$ cat src/design/mipsCtrlPkg.sv
`default_nettype none

package mipsCtrlPkg;

	localparam int OpWidth = 6;
	localparam int FunctWidth = 6;

	typedef enum logic [OpWidth-1:0]
	{
		OpFunct = 6'h00,	// R-type, look at funct
		OpJ = 6'h02,
		OpBeq = 6'h04,
		OpBne = 6'h05,
		OpLui = 6'h0f,
		OpLw = 6'h23,
		OpSw = 6'h2b
	} opcodeT;

	typedef enum logic [FunctWidth-1:0]
	{
		FnNop = 6'h00,
		FnBreak = 6'h0d,
		FnAdd = 6'h20,
		FnSub = 6'h22,
		FnAnd = 6'h24,
		FnXor = 6'h26
	} functT;

	typedef enum logic [3:0]
	{
		InstrAdd, InstrAnd, InstrSub, InstrXor, InstrNop, InstrBreak, InstrBeq,
		InstrBne, InstrLw, InstrSw, InstrLui, InstrJ, InstrIllegal
	} instrClassT;

	typedef enum logic [7:0]
	{
		CtrlReset, CtrlFetch, CtrlFetchWait1, CtrlFetchWait2, CtrlDecode,
		CtrlAdd, CtrlAnd, CtrlSub, CtrlXor, CtrlRWrite, CtrlNop, CtrlBreak,
		CtrlBeq, CtrlBne, CtrlJump, CtrlLui,
		CtrlLwAddr, CtrlLwRead, CtrlLwWait1, CtrlLwWait2, CtrlWriteBack,
		CtrlSwAddr, CtrlSwWrite, CtrlSwWait
	} ctrlStateT;

	typedef enum logic [2:0]
	{
		AluNone = 3'd0,
		AluAdd = 3'd1,
		AluSub = 3'd2,
		AluAnd = 3'd3,
		AluXor = 3'd6
	} aluOpT;

	typedef enum logic {SrcAPc, SrcARegA} aluSrcAT;
	typedef enum logic [1:0] {SrcBRegB, SrcBFour, SrcBImm, SrcBImmShift} aluSrcBT;
	typedef enum logic [1:0] {WbAluOut, WbMdr, WbUpperImm} memToRegT;
	typedef enum logic [1:0] {PcAlu, PcAluOut, PcJump} pcSourceT;

	typedef struct packed
	{
		logic memWrite;		// memory write, read otherwise
		logic iorD;			// 1 selects data address
		logic irWrite;
		logic mdrLoad;
		logic regWrite;
		logic regDst;		// 1 selects rd, 0 rt
		memToRegT memToReg;
		logic regReset;
		aluOpT aluOp;
		aluSrcAT aluSrcA;
		aluSrcBT aluSrcB;
		pcSourceT pcSource;
		logic pcWrite;		// unconditional
		logic pcWriteCond;	// branch, qualified by zero flag
		logic aLoad;
		logic aReset;
		logic bLoad;
		logic bReset;
		logic aluOutLoad;
		logic aluOutReset;
		logic mdrReset;
		logic irReset;
	} ctrlWordT;

	typedef struct packed
	{
		ctrlWordT word;
		logic pcLoad;		// final PC enable
	} ctrlOutT;

endpackage

`default_nettype wire
$ cat src/design/mipsControl.sv
`timescale 1ns/1ps
`default_nettype none

module mipsControl
(
	input logic Clk,
	input logic rst,
	input mipsCtrlPkg::opcodeT op,
	input mipsCtrlPkg::functT funct,
	input logic aluZero,
	output mipsCtrlPkg::ctrlStateT ctrlState,
	output mipsCtrlPkg::ctrlOutT ctrl
);

	import mipsCtrlPkg::*;

	instrClassT instrClass;

	instrDecode i_instrDecode
	(
		.op (op),
		.funct (funct),
		.instrClass (instrClass)
	);

	stateSequencer i_stateSequencer
	(
		.Clk (Clk),
		.rst (rst),
		.instrClass (instrClass),
		.state (ctrlState)
	);

	// strobes follow the registered state
	controlWordGen i_controlWordGen
	(
		.state (ctrlState),
		.aluZero (aluZero),
		.ctrl (ctrl)
	);

endmodule

`default_nettype wire

$ cat src/design/controlWordGen.sv
`timescale 1ns/1ps
`default_nettype none

module controlWordGen
(
	input mipsCtrlPkg::ctrlStateT state,
	input logic aluZero,
	output mipsCtrlPkg::ctrlOutT ctrl
);

	import mipsCtrlPkg::*;

	ctrlWordT word;
	logic branchTaken;

	always_comb
	begin
		word = '0;	// everything idle, selects at index 0
		case (state)
			CtrlReset:
			begin
				word.regReset = 1'b1;	// clear all datapath registers
				word.aReset = 1'b1;
				word.bReset = 1'b1;
				word.mdrReset = 1'b1;
				word.aluOutReset = 1'b1;
				word.irReset = 1'b1;
			end

			CtrlFetch,
			CtrlFetchWait1:
			begin
				word.irWrite = 1'b1;	// hold the instruction read
				word.mdrLoad = 1'b1;
				word.aluSrcB = SrcBFour;
			end

			CtrlFetchWait2:
			begin
				word.irWrite = 1'b1;
				word.mdrLoad = 1'b1;
				word.aluOp = AluAdd;	// PC + 4
				word.aluSrcA = SrcAPc;
				word.aluSrcB = SrcBFour;
				word.pcSource = PcAlu;
				word.pcWrite = 1'b1;
			end

			CtrlDecode:
			begin
				word.aLoad = 1'b1;	// rs
				word.bLoad = 1'b1;	// rt
				word.aluOp = AluAdd;	// branch target ahead of time
				word.aluSrcA = SrcAPc;
				word.aluSrcB = SrcBImmShift;
				word.aluOutLoad = 1'b1;
			end

			CtrlAdd,
			CtrlAnd,
			CtrlSub,
			CtrlXor:
			begin
				word.aluSrcA = SrcARegA;
				word.aluSrcB = SrcBRegB;
				word.aluOutLoad = 1'b1;
				case (state)
					CtrlAnd: word.aluOp = AluAnd;
					CtrlSub: word.aluOp = AluSub;
					CtrlXor: word.aluOp = AluXor;
					default: word.aluOp = AluAdd;
				endcase
			end

			CtrlRWrite:
			begin
				word.regWrite = 1'b1;
				word.regDst = 1'b1;	// rd
				word.memToReg = WbAluOut;
			end

			CtrlBeq,
			CtrlBne:
			begin
				word.pcWriteCond = 1'b1;
				word.aluOp = AluSub;	// compare A and B
				word.aluSrcA = SrcARegA;
				word.aluSrcB = SrcBRegB;
				word.pcSource = PcAluOut;	// target from decode
			end

			CtrlJump:
			begin
				word.pcWrite = 1'b1;
				word.pcSource = PcJump;	// {pc[31:28], target, 00}
				word.aluOp = AluAdd;
				word.aluSrcB = SrcBImmShift;
				word.iorD = 1'b1;
				word.aluOutLoad = 1'b1;
			end

			CtrlLui:
			begin
				word.regWrite = 1'b1;	// rt
				word.memToReg = WbUpperImm;
			end

			CtrlLwAddr,
			CtrlSwAddr:
			begin
				word.aluOp = AluAdd;	// base + offset
				word.aluSrcA = SrcARegA;
				word.aluSrcB = SrcBImm;
				word.aluOutLoad = 1'b1;
			end

			CtrlLwRead,
			CtrlLwWait1,
			CtrlLwWait2:
			begin
				word.iorD = 1'b1;
				word.mdrLoad = 1'b1;
			end

			CtrlWriteBack:
			begin
				word.regWrite = 1'b1;
				word.memToReg = WbMdr;	// loaded word into rt
			end

			CtrlSwWrite,
			CtrlSwWait:
			begin
				word.memWrite = 1'b1;
				word.iorD = 1'b1;
			end

			default:
			begin
				word = '0;	// nop, break
			end
		endcase
	end

	// bne inverts the sense of the zero flag
	assign branchTaken = (state == CtrlBne) ? ~aluZero : aluZero;

	assign ctrl.word = word;
	assign ctrl.pcLoad = word.pcWrite | (word.pcWriteCond & branchTaken);

endmodule

`default_nettype wire

$ cat src/design/stateSequencer.sv
`timescale 1ns/1ps
`default_nettype none

module stateSequencer
(
	input logic Clk,
	input logic rst,
	input mipsCtrlPkg::instrClassT instrClass,	// sampled in decode only
	output mipsCtrlPkg::ctrlStateT state
);

	import mipsCtrlPkg::*;

	ctrlStateT nextState;

	always_ff @(posedge Clk)
	begin
		if (rst)
			state <= CtrlReset;
		else
			state <= nextState;
	end

	// dispatch on the decoded class
	function automatic ctrlStateT decodeTarget(input instrClassT cls);
		ctrlStateT tgt;
		case (cls)
			InstrAdd: tgt = CtrlAdd;
			InstrAnd: tgt = CtrlAnd;
			InstrSub: tgt = CtrlSub;
			InstrXor: tgt = CtrlXor;
			InstrNop: tgt = CtrlNop;
			InstrBreak: tgt = CtrlBreak;
			InstrBeq: tgt = CtrlBeq;
			InstrBne: tgt = CtrlBne;
			InstrLw: tgt = CtrlLwAddr;
			InstrSw: tgt = CtrlSwAddr;
			InstrLui: tgt = CtrlLui;
			InstrJ: tgt = CtrlJump;
			default: tgt = CtrlNop;	// illegal idles one cycle, then refetch
		endcase
		return tgt;
	endfunction

	always_comb
	begin
		case (state)
			CtrlReset: nextState = CtrlFetch;
			CtrlFetch: nextState = CtrlFetchWait1;
			CtrlFetchWait1: nextState = CtrlFetchWait2;
			CtrlFetchWait2: nextState = CtrlDecode;
			CtrlDecode:
			begin
				nextState = decodeTarget(instrClass);
			end

			CtrlAdd,
			CtrlAnd,
			CtrlSub,
			CtrlXor: nextState = CtrlRWrite;	// result written next cycle
			CtrlRWrite: nextState = CtrlFetch;

			CtrlBreak: nextState = CtrlBreak;	// parked until reset

			CtrlNop,
			CtrlBeq,
			CtrlBne,
			CtrlJump,
			CtrlLui: nextState = CtrlFetch;

			// load chain, two extra memory delays
			CtrlLwAddr: nextState = CtrlLwRead;
			CtrlLwRead: nextState = CtrlLwWait1;
			CtrlLwWait1: nextState = CtrlLwWait2;
			CtrlLwWait2: nextState = CtrlWriteBack;
			CtrlWriteBack: nextState = CtrlFetch;

			CtrlSwAddr: nextState = CtrlSwWrite;
			CtrlSwWrite: nextState = CtrlSwWait;
			CtrlSwWait: nextState = CtrlFetch;

			default:
			begin
				nextState = CtrlFetch;
			end
		endcase
	end

endmodule

`default_nettype wire

$ cat src/design/instrDecode.sv
`timescale 1ns/1ps
`default_nettype none

module instrDecode
(
	input mipsCtrlPkg::opcodeT op,
	input mipsCtrlPkg::functT funct,	// only meaningful for R-type
	output mipsCtrlPkg::instrClassT instrClass
);

	import mipsCtrlPkg::*;

	instrClassT rClass;

	// R-type group selected by the function field
	always_comb
	begin
		case (funct)
			FnAdd: rClass = InstrAdd;
			FnAnd: rClass = InstrAnd;
			FnSub: rClass = InstrSub;
			FnXor: rClass = InstrXor;
			FnNop: rClass = InstrNop;
			FnBreak: rClass = InstrBreak;
			default: rClass = InstrIllegal;	// unknown funct
		endcase
	end

	always_comb
	begin
		case (op)
			OpFunct:
			begin
				instrClass = rClass;
			end
			OpBeq: instrClass = InstrBeq;
			OpBne: instrClass = InstrBne;
			OpLw: instrClass = InstrLw;
			OpSw: instrClass = InstrSw;
			OpLui: instrClass = InstrLui;
			OpJ: instrClass = InstrJ;
			default:
			begin
				instrClass = InstrIllegal;	// unknown opcode
			end
		endcase
	end

endmodule

`default_nettype wire

$ cat config.mk
export PLATFORM = sky130hd
export DESIGN_NAME = mipsControl
export DESIGN_NICKNAME = d
export VERILOG_FILES = /design/src/design/mipsCtrlPkg.sv /design/src/design/mipsControl.sv /design/src/design/controlWordGen.sv /design/src/design/stateSequencer.sv /design/src/design/instrDecode.sv
export SDC_FILE = /design/constraint.sdc
export NUM_CORES = 1
export LEC_CHECK = 0
export ABC_AREA = 1
export BUFFER_PORTS_ARGS = -buffer_cell sky130_fd_sc_hd__clkbuf_2
export CAP_MARGIN = 20
export CORE_ASPECT_RATIO = 0.8
export CORE_MARGIN = 1.5
export CORE_UTILIZATION = 44
export CTS_BUF_LIST = sky130_fd_sc_hd__clkbuf_8 sky130_fd_sc_hd__clkbuf_16
export DETAILED_ROUTE_END_ITERATION = 8
export GPL_TIMING_DRIVEN = 0
export PLACE_DENSITY = 0.88
export SETUP_SLACK_MARGIN = 0.1
export SLEW_MARGIN = 25
export SYNTH_ARGS = -nofsm -noshare
export SYNTH_HDL_FRONTEND = slang
export SYNTH_HIERARCHICAL = 1
export SYNTH_SLANG_ARGS = --single-unit
export TNS_END_PERCENT = 100
$ cat constraint.sdc
create_clock -name Clk -period 1.4 [get_ports Clk]
set_input_delay 0.14 -clock Clk [delete_from_list [all_inputs] [get_ports Clk]]
set_output_delay 0.14 -clock Clk [all_outputs]
set_load 0.01 [all_outputs]
* Word-level counts from Yosys, hierarchy flattened
Memory sizes are Yosys's and may differ from the RTL's.
Cells that the tools add are included.
** Word-level totals
- Register bits after elaboration :: 8
- Bits in read-only memories :: 80
- Input bits :: 15
- Word-level logic and storage cells :: 76
- Memories kept :: 1
** Memories
- (no name shown) :: words 16, bits a word 5, read ports 1, clocked after Yosys merged registers in 0, wr ports 0, RTL line stateSequencer.sv:27 : case (cls)
** Cells by class
- Equality and inequality tests :: 33
- Mux-type cells :: 22
- Bitwise gates (word level) :: 3
- Reductions and logical operators :: 16
** Operators with widths (number)
- $pmux 8 s12 :: 1
- $eq 8x5->1 const B :: 8
- $eq 8x4->1 const B :: 7
- $eq 6x6->1 const B :: 6
- $eq 8x3->1 const B :: 4
- $pmux 4 s7 :: 1
- $pmux 4 s6 :: 1
- $pmux 3 s3 :: 2
- $eq 8x2->1 const B :: 2
- $reduce_or 8->1 :: 2
- $mux 1 :: 13
- $eq 6x3->1 const B :: 2
- $eq 6x4->1 const B :: 2
- $logic_not 6->1 :: 2
- $reduce_or 6->1 :: 2
- $reduce_or 2->1 :: 5
- $eq 8x1->1 const B :: 1
- $logic_not 8->1 :: 1
- $pmux 2 s2 :: 2
- $eq 6x2->1 const B :: 1
- $pmux 2 s3 :: 1
- $reduce_or 3->1 :: 2
- $reduce_or 5->1 :: 1
- $reduce_or 4->1 :: 1
- other kinds (4) :: 4

* Logic depth before layout (Yosys ltp)
Gate-level depths: netlist of the first run.
- Word-level depth :: 5
- Gate-level depth with buffers :: 14
- Gate-level depth less buffers :: 14

* By module
The synthesis of the first run kept the hierarchy.
** Modules (own cells, without submodules)
- stateSequencer :: instances 1, cells an instance 83, area each 470.5 um2, sequential area each 100.1 um2
- controlWordGen :: instances 1, cells an instance 94, area each 446.7 um2, sequential area each 0.0 um2
- instrDecode :: instances 1, cells an instance 62, area each 327.8 um2, sequential area each 0.0 um2

* Worst setup path after synthesis of the first run
No wires, ideal clock.
- Path kind :: reg2out
- Start point :: register i_stateSequencer.state[1]
- End point :: output port ctrl[19] (netlist name)
- Data arrival time :: 1282 ps
- Required time :: 1260 ps
- Setup slack :: -22 ps
- Stages on the path, launching flop included :: 6
- Path through :: dfxtp_1 > buf_6 > nor2_2 > nand2_1 > nor2_1 > buf_4
** RTL lines
- start, declared :: RTL line stateSequencer.sv:9 : output mipsCtrlPkg::ctrlStateT state
- start signal, assigned :: RTL line stateSequencer.sv:19 : state <= CtrlReset;
- start signal, assigned :: RTL line stateSequencer.sv:21 : state <= nextState;
- end, declared :: RTL line mipsControl.sv:12 : output mipsCtrlPkg::ctrlOutT ctrl

==> metrics, run 1 <==
Worst EP required=approximately 1300 ps; minimum hold slack=between 100 and 150 ps; Final Util=about 77%; min cycle time layout=around 1600 ps; worst-path maximum fanout=8; Area Growth Syn to Fin=67.44%; die height=50.58 microns; root buffer cell=clkbuf_8; Pins Over Slew Limit=0; mean post-synth cell area=5.209 sq um; Storage cell area=approximately 120 sq um; clock buffer depth=2; main flop type after synthesis=dfxtp_1; Top Ports=between 50 and 60; Final setup violation count=25; Critical Path Start=i_stateSequencer/state[1]; number of synthesized flops with an enable pin=0; HP Start=rst; layout cells sized above 1=about 55%; Synth Instances=239; Pwr Density=around 540 nW/um^2; Die X=around 62 microns; # diodes=0; core area=2723 sq um; CP cell instances=buf_8 -> inv_1 -> nand2_2 -> nor2_4 -> nand2_1 -> nand2_1 -> nor2_2 -> nand2_1 -> buf_2; FF-to-FF Start=i_stateSequencer/state[2]; H-tree lvl count=1; setup TNS=-1605 ps; Layout fillers=approximately 190; wl on met1=approximately 1.7 mm; Total Die Area=around 3200 sq um; Max-cap violations=0; TritonCTS clock tree=built; Pre-Repair DR Iteration Count=4; top-count cell post-synth=nand2_1; clock slew at reported path FFs=approximately 40 ps; status=finished, violations left; failing checks=setup timing; DRC=0; Via Count=between 1,500 and 2,000; static leakage=1.172 nW; highest metal used=met4; FFs w/ async S/R, synth=0%; Hold Vio Cnt, Final=0; routability cong.=between 0.8 and 0.9; Sink Count=5; TritonCTS Buffers=3; wire length on met2=about 2.3 mm; Remaining Overflow, GRT=0; Seq cells post-synth=5; DP HPWL=~2.4 mm; slowest CP cell=dfxtp_4; Initial DRC Count=91; vias per inst=about 5; most used cell, CP=nand2_1; Total Power Consumption=between 1 and 1.5 mW; # port buffers=47; mapped cell area=1245 sq um; Fin Clk Skew=2.476 ps; VDD IR max=slightly above 600 uV; DRT antenna net count=0; RSZ-0062 raised after global routing=true; number of flip-flops in the largest register=5; CP Launch Type=flop; vias in the first global route=between 1,000 and 1,500; final WL=around 4.5 mm; sequential area share after synthesis=8.040%; CP peak stage delay=roughly 350 ps; Synth Warn #=6; Starting Density=a little under half; FP Rows=17; f_max=~630 MHz; critical path arrival=around 1500 ps; count of distinct cell types in the synthesized netlist=28; Tcrit/Tclk final=113.3%; crit end category=output port; Layout Nets=329; main area contributors after synthesis=nand2_1 (21%), nor2_1 (11%), inv_1 (11%), dfxtp_1 (8.0%), nand3_1 (8.0%); area of the multi-input gates=approximately 1100 sq um; most frequent cells after synthesis=nand2_1 (69), nor2_1 (37), inv_1 (36), nand3_1 (20), nor2_2 (12); gr usage total=approximately 22%; first-pass GRT wire length=5.816 mm; routed len/inst=12.84 microns; initial antenna violation count=0; WS Path Type=reg2out; Biggest register=i_stateSequencer/state; largest registers=i_stateSequencer/state (5); Skew-Pair Late Insertion Delay=roughly 220 ps; pin count of the biggest net entering global routing=10; WL met3=roughly 350 microns; Hold Crit Class=in2reg; Worst Setup Slack, final=-186.1 ps; Synth area leader=nand2_1; Synth top area share=a little over a fifth
==> cells by family after synthesis <==
kind of cell,Yosys count,share of synthesized area (%)
xor+xnor,1,0.7036
simple gates,162,63.12
fa+ha+maj,2,2.010
flops,5,8.041
buf+inv,55,20.10
compound gates,13,5.729
other cells,1,0.3012
==> metal layers <==
metal / up-vias / GRT usage [%]
li1: 878 / -
met1: 758 / 24.16
met3: 12 / 4.709
met5: - / 0
met4: 0 / 5.556
met2: 103 / 43.91
==> placed cells by master (no fill, tap or decap), types with 5 or more instances in the layout <==
| cell type | instances |
|---|---|
| nor2_1 | 22 |
| nand3_1 | 13 |
| inv_1 | 29 |
| nand3_2 | 11 |
| dfxtp_4 | 5 |
| buf_4 | 20 |
| buf_2 | 9 |
| nor2_4 | 16 |
| clkbuf_2 | 28 |
| a21oi_2 | 5 |
| inv_2 | 12 |
| nand2_1 | 60 |
| buf_6 | 14 |
| nand2_2 | 12 |
| nor2_2 | 15 |
==> per-stage QoR <==
stage          instance area, sq um  setup slack [ps]  std cells
3_3_place_gp                   1580            -158.2        326
3_5_place_dp                   1580            -197.9        326
2_1_floorplan                  1297             95.42        241
6_report                       2085            -186.1        349
4_1_cts                        1828            -71.22        340
5_1_grt                        2085            -255.3        349
==> repair_timing <==
item,4_1_cts,5_1_grt
gates resized for setup,36,66
hold buffers,0,0
cloned,1,0
setup buffers,9,9
pin swaps,18,9
setup endpoints to repair,31,33
==> report_power, final <==
group / total (mW) / switching (mW) / internal [mW] / leakage [nW]
registers: 0.203 / 0.0394 / 0.164 / 0.0445
logic: 0.661 / 0.399 / 0.262 / 1.10
clock network: 0.260 / 0.0721 / 0.188 / 0.0269
==> path summary, 6_finish.rpt <==
kind / cells after the start / endpoint / slack [ps]
max: 9 / ctrl[15] / -190
min: 2 / i_stateSequencer/state[2] / 150
max reg2reg: 8 / i_stateSequencer/state[1] / 130
min reg2reg: 3 / i_stateSequencer/state[0] / 660
==> final cells by class <==
class	count	area share, %
Tap cell	38	2.281
Inverter	45	8.703
Buffer	10	4.502
Sequential cell	5	5.702
Clock inverter	1	0.1801
Multi-Input combinational cell	182	55.04
Clock buffer	3	1.981
Timing Repair Buffer	65	21.61
==> worst max-delay path: cells and delay by family, from the launching register on <==
family / cells / cell delay (ps)
and+or+nand+nor: 6 / 530
DFF: 1 / 350
buffers and inverters: 3 / 340
Note: power is estimated with default switching activity, not from simulation.
==> inputs of run 2 (changes only) <==
CORE_UTILIZATION = 30   (was 44)
PLACE_DENSITY = 0.67   (was 0.88)
REMOVE_ABC_BUFFERS = 1   (was default)
==> run 2 against run 1 <==
Against the previous run:
- the run still ends with setup timing left
- die area grew 44%
- sequential cell count did not move
- utilization decreased by 20 points
- critical path depth shrank 3
- via count fell by 0.80%
- setup slack improved by 120 ps
- non-clock buffer count is 3 lower
- clock-buffer cell count is the same
- critical endpoint unchanged
- highest routed layer unchanged
==> metrics, run 2 (synthesized netlist as in run 1, its figures left out) <==
status=finished, violations left; failing checks=setup timing; DRC=0; Remaining Overflow, GRT=0; Hold Vio Cnt, Final=0; Combinational Power Share=between 50% and 60%; vias per inst=between 4 and 5; crit end category=output port; first-pass GRT wire length=between 6 and 7 mm; Clock power frac=22.6%; DP HPWL=approximately 2.5 mm; initial antenna violation count=0; static leakage=~1.2 nW; Via Count=about 1,700; Internal=approximately 0.63 mW; critical path arrival=1320 ps; sw frac=45.85%; Pins Over Slew Limit=0; # diodes=0; number of flip-flops in the largest register=5; Fin Clk Skew=about 5 ps; slowest CP cell=dfxtp_4; FP Rows=20; DRT antenna net count=0; routed len/inst=around 13 microns; min cycle time layout=around 1500 ps; placed instance count=333; Flop pwr share=18.9%; FF-to-FF Start=i_stateSequencer/state[3]; Hold Crit Class=in2reg; TritonCTS Buffers=3; layout cells sized above 1=between 60% and 70%; Skew-Pair Late Insertion Delay=around 220 ps; worst-path maximum fanout=8; CP Launch Type=flop; Reg2Reg Setup Slack=between 100 and 150 ps; clock buffer depth=2; Sink Count=5; worst r2r dst=i_stateSequencer/state[3]; pin count of the biggest net entering global routing=9; commonest non-fill, non-tap cell in the layout=nand2_1; root buffer cell=clkbuf_8; Finished Layout Cells=roughly 360; R2R cell count=8; Layout fillers=346; H-tree lvl count=1; Total Die Area=~4500 sq um; Pre-Repair DR Iteration Count=4; f_max=approximately 680 MHz; TritonCTS clock tree=built; Worst EP required=about 1300 ps; final WL=4.538 mm; Final setup violation count=15; Top Ports=51; P_sw=0.5333 mW; gr usage total=between 10% and 20%; # port buffers=between 40 and 50; critical path endpoint=ctrl[15]; Pwr Density=approximately 530 nW/um^2; Critical Path Start=i_stateSequencer/state[1]; Initial DRC Count=37; Tcrit/Tclk final=104.4%; post-route cell area=about 2200 sq um; vias in the first global route=roughly 1,500; Die X=75.02 microns; Biggest register=i_stateSequencer/state; Total Power Consumption=~1.2 mW; Max-cap violations=0; WS Path Type=reg2out; RSZ-0062 raised after global routing=true; commonest cells after routing, fill and taps aside=nand2_1 (50), inv_1 (27), clkbuf_2 (23); core area=3879 sq um; CP peak stage delay=370 ps; Area Growth Syn to Fin=77.09%; largest registers=i_stateSequencer/state (5); Layout Nets=326; Starting Density=around 32%; routability cong.=roughly 0.88; dpl cell area=around 1500 sq um; die height=60.62 microns; Final Util=a little under three fifths; clock slew at reported path FFs=about 40 ps; CP cell instances=nor2_4 -> nand3_2 -> a21oi_2 -> nor2_1 -> nand2_1 -> buf_2; Worst Setup Slack, final=-62.02 ps; VDD IR max=slightly above 500 uV
## run 2: area by class of cell
type                            instances  area, sq um  area share [%]
Clock inverter                          1        3.754          0.1703
Clock buffer                            3        41.29           1.873
Timing Repair Buffer                   72        509.2           23.10
Tap cell                               55        68.82           3.121
Sequential cell                         5        118.9           5.392
Multi-Input combinational cell        182         1269           57.55
Inverter                               45        193.9           8.797
## run 2: stage by stage
| step | setup WS [ps] | hold slack, ps | TNS, ps |
|---|---|---|---|
| global route | -148.9 | 158.9 | -1744 |
| detailed placement | -257.8 | 386.3 | -1701 |
| CTS | -33.73 | 143.5 | -232.1 |
| global placement | -253.2 | 382.4 | -1793 |
| floorplan | -262.1 | 209.1 | -1629 |
| finish | -62.02 | 149.5 | -408.0 |
## run 2: power groups by stage
stage,Sequential (mW),Combinational (mW),Clock (mW)
2_1_floorplan,0.214,0.277,0
3_3_place_gp,0.221,0.389,0
3_5_place_dp,0.220,0.395,0
4_1_cts,0.210,0.541,0.265
5_1_grt,0.226,0.740,0.275
6_report,0.219,0.681,0.263
## run 2: worst min-delay path by stage
stage | endpoint | from | cells after the start | slack [ps]
2_1_floorplan | i_stateSequencer/state[0] | rst | 1 | 210
3_3_place_gp | i_stateSequencer/state[4] | rst | 2 | 380
3_5_place_dp | i_stateSequencer/state[0] | rst | 2 | 390
4_1_cts | i_stateSequencer/state[1] | rst | 2 | 140
5_1_grt | i_stateSequencer/state[2] | rst | 2 | 160
6_report | i_stateSequencer/state[2] | rst | 2 | 150
## run 2: worst max-delay path: cells and delay by family, from the launching register on
| family | cells | cell delay (ps) |
|---|---|---|
| AOI/OAI and AO/OA | 1 | 180 |
| buffers and inverters | 1 | 120 |
| DFF | 1 | 370 |
| and+or+nand+nor | 4 | 430 |
## run 2: per-layer routing
metal	up-vias	wire length, microns	track usage (%)
li1	864	-	-
met1	802	1752	21.69
met2	65	2497	31.48
met3	6	228	2.159
met4	0	59	2.338
met5	-	0	0
## run 2: repair_timing
item	in CTS	in global routing
pin swaps	33	49
hold buffers	0	0
buffers inserted	16	10
cloned	1	0
setup endpoints to repair	31	33
gates resized for setup	67	96
==> inputs of run 3 (changes only) <==
PLACE_DENSITY = 0.59   (was 0.67)
==> run 3 against run 2 <==
Against the previous run:
- the run still ends with setup timing left
- sequential power shrank 4%
- global-route usage shrank 0.86 points
- non-clock buffer count shrank 4
- clock power shrank 3%
- register-to-register slack gained 60 ps
- combinational power shrank 5.4%
- clock skew shrank 1.9 ps
- critical endpoint is now ctrl[26]
- sequential share of layout area grew 0.20 points
- first-iteration DRC count grew 24%
- largest power group unchanged
- critical path type unchanged
==> metrics, run 3 (synthesized netlist as in run 1, its figures left out) <==
TritonCTS Buffers=3; # port buffers=between 40 and 50; die height=between 60 and 70 microns; H-tree lvl count=1; f_max=a little under 700 MHz; setup TNS=-380.8 ps; gr usage total=roughly 16%; Worst Setup Slack, final=-82.84 ps; crit end category=output port; Initial DRC Count=46; Sink Count=5; Storage cell area=118.9 sq um; static leakage=about 1.2 nW; CP Launch Type=flop; Pwr Density=roughly 520 nW/um^2; routability cong.=~0.79; Area Growth Syn to Fin=70.85%; DRT antenna net count=0; Top Ports=approximately 50; status=finished, violations left; Total Die Area=~4500 sq um; DRC=0; post-route cell area=about 2100 sq um; TritonCTS clock tree=built; Final setup violation count=12; Die X=approximately 75 microns; Pre-Repair DR Iteration Count=4; Skew-Pair Late Insertion Delay=roughly 220 ps; Worst EP required=1260 ps; clock buffer depth=2; CP peak stage delay=between 300 and 400 ps; vias per inst=4.482; Max-cap violations=0; slowest CP cell=dfxtp_4; Fin Clk Skew=~3 ps; clock slew at reported path FFs=about 40 ps; routed len/inst=around 11 microns; number of flip-flops in the largest register=5; largest registers=i_stateSequencer/state (5); DP HPWL=2.419 mm; initial antenna violation count=0; FP Rows=20; first-pass GRT wire length=a little under 6 mm; Layout fillers=374; Via Count=~1,600; vias in the first global route=around 1,400; dpl cell area=between 1000 and 1500 sq um; DP Worst Slack=-236.2 ps; Remaining Overflow, GRT=0; commonest non-fill, non-tap cell in the layout=nand2_1; Biggest register=i_stateSequencer/state; Pins Over Slew Limit=0; Layout Nets=around 320; area of the multi-input gates=around 1200 sq um; failing checks=setup timing; RSZ-0062 raised after global routing=true; pin count of the biggest net entering global routing=9; layout cells sized above 1=57.57%; core area=a little under 4000 sq um; Tcrit/Tclk final=105.9%; root buffer cell=clkbuf_8; Starting Density=between 30 and 40%; final WL=3.822 mm; min cycle time layout=1483 ps; Hold Crit Class=in2reg; critical path arrival=1340 ps; # diodes=0; WS Path Type=reg2out; commonest cells after routing, fill and taps aside=nand2_1 (54), inv_1 (27), clkbuf_2 (25); Hold Vio Cnt, Final=0; VDD IR max=just under 700 uV; worst-path maximum fanout=6; CP cell instances=inv_4 -> nand2_1 -> nor2_2 -> inv_1 -> o211ai_1 -> clkbuf_2
run 3: changes by cell type in the layout (fill, tap and decap cells not counted), sizes merged:
cell / previous run / this run
buf: 47 / 43
run 3: critical path, delay by kind of cell, from the launching register on:
| kind | cells | cell delay, ps |
|---|---|---|
| flops | 1 | 360 |
| buf+inv | 3 | 340 |
| simple gates | 2 | 190 |
| compound gates | 1 | 220 |
run 3: worst paths after layout:
| kind | from | end | slack (ps) | cells past startpoint |
|---|---|---|---|---|
| setup / recovery | i_stateSequencer/state[2] | ctrl[26] | -80 | 6 |
| hold / removal | rst | i_stateSequencer/state[0] | 150 | 2 |
| setup reg to reg | i_stateSequencer/state[3] | i_stateSequencer/state[3] | 200 | 8 |
| hold reg to reg | i_stateSequencer/state[0] | i_stateSequencer/state[0] | 770 | 4 |
run 3: final cells by class:
cell class | count | share of cell area, %
Multi-Input combinational cell | 182 | 56.76
Timing Repair Buffer | 68 | 23.29
Inverter | 45 | 9.000
Sequential cell | 5 | 5.588
Tap cell | 55 | 3.235
Clock buffer | 3 | 1.941
Clock inverter | 1 | 0.1765
run 3: layer usage:
layer | up-vias | part of all wire, % | GRT usage, %
li1 | 855 | - | -
met1 | 701 | 46 | 21.64
met2 | 47 | 48 | 26.93
met3 | 6 | 5.0 | 2.326
met4 | 0 | 1.1 | 5.195
met5 | - | 0 | 0
run 3: power breakdown:
part | total, mW | switching (mW) | internal, mW | leakage [nW]
sequential | 0.211 | 0.0468 | 0.164 | 0.0445
combinational | 0.644 | 0.375 | 0.269 | 1.11
clock | 0.254 | 0.0669 | 0.188 | 0.0269
total | 1.11 | 0.489 | 0.621 | 1.18
run 3: repair_timing:
item / in CTS / in global routing
resized for setup: 52 / 97
pin swaps: 21 / 32
cloned: 1 / 0
hold buffers: 0 / 0
buffers inserted: 16 / 5
endpoints found under the setup margin: 32 / 33
run 3: metrics by stage:
step	hold slack, ps	util [%]	power [mW]	cells
after CTS	145.9	46.77	0.9967	354
after detailed placement	384.8	38.10	0.6146	333
after floorplan	209.1	-	0.4903	231
final	145.2	54.84	1.109	359
after global routing	151.8	54.84	1.197	359
after global placement	382.9	38.10	0.6130	333
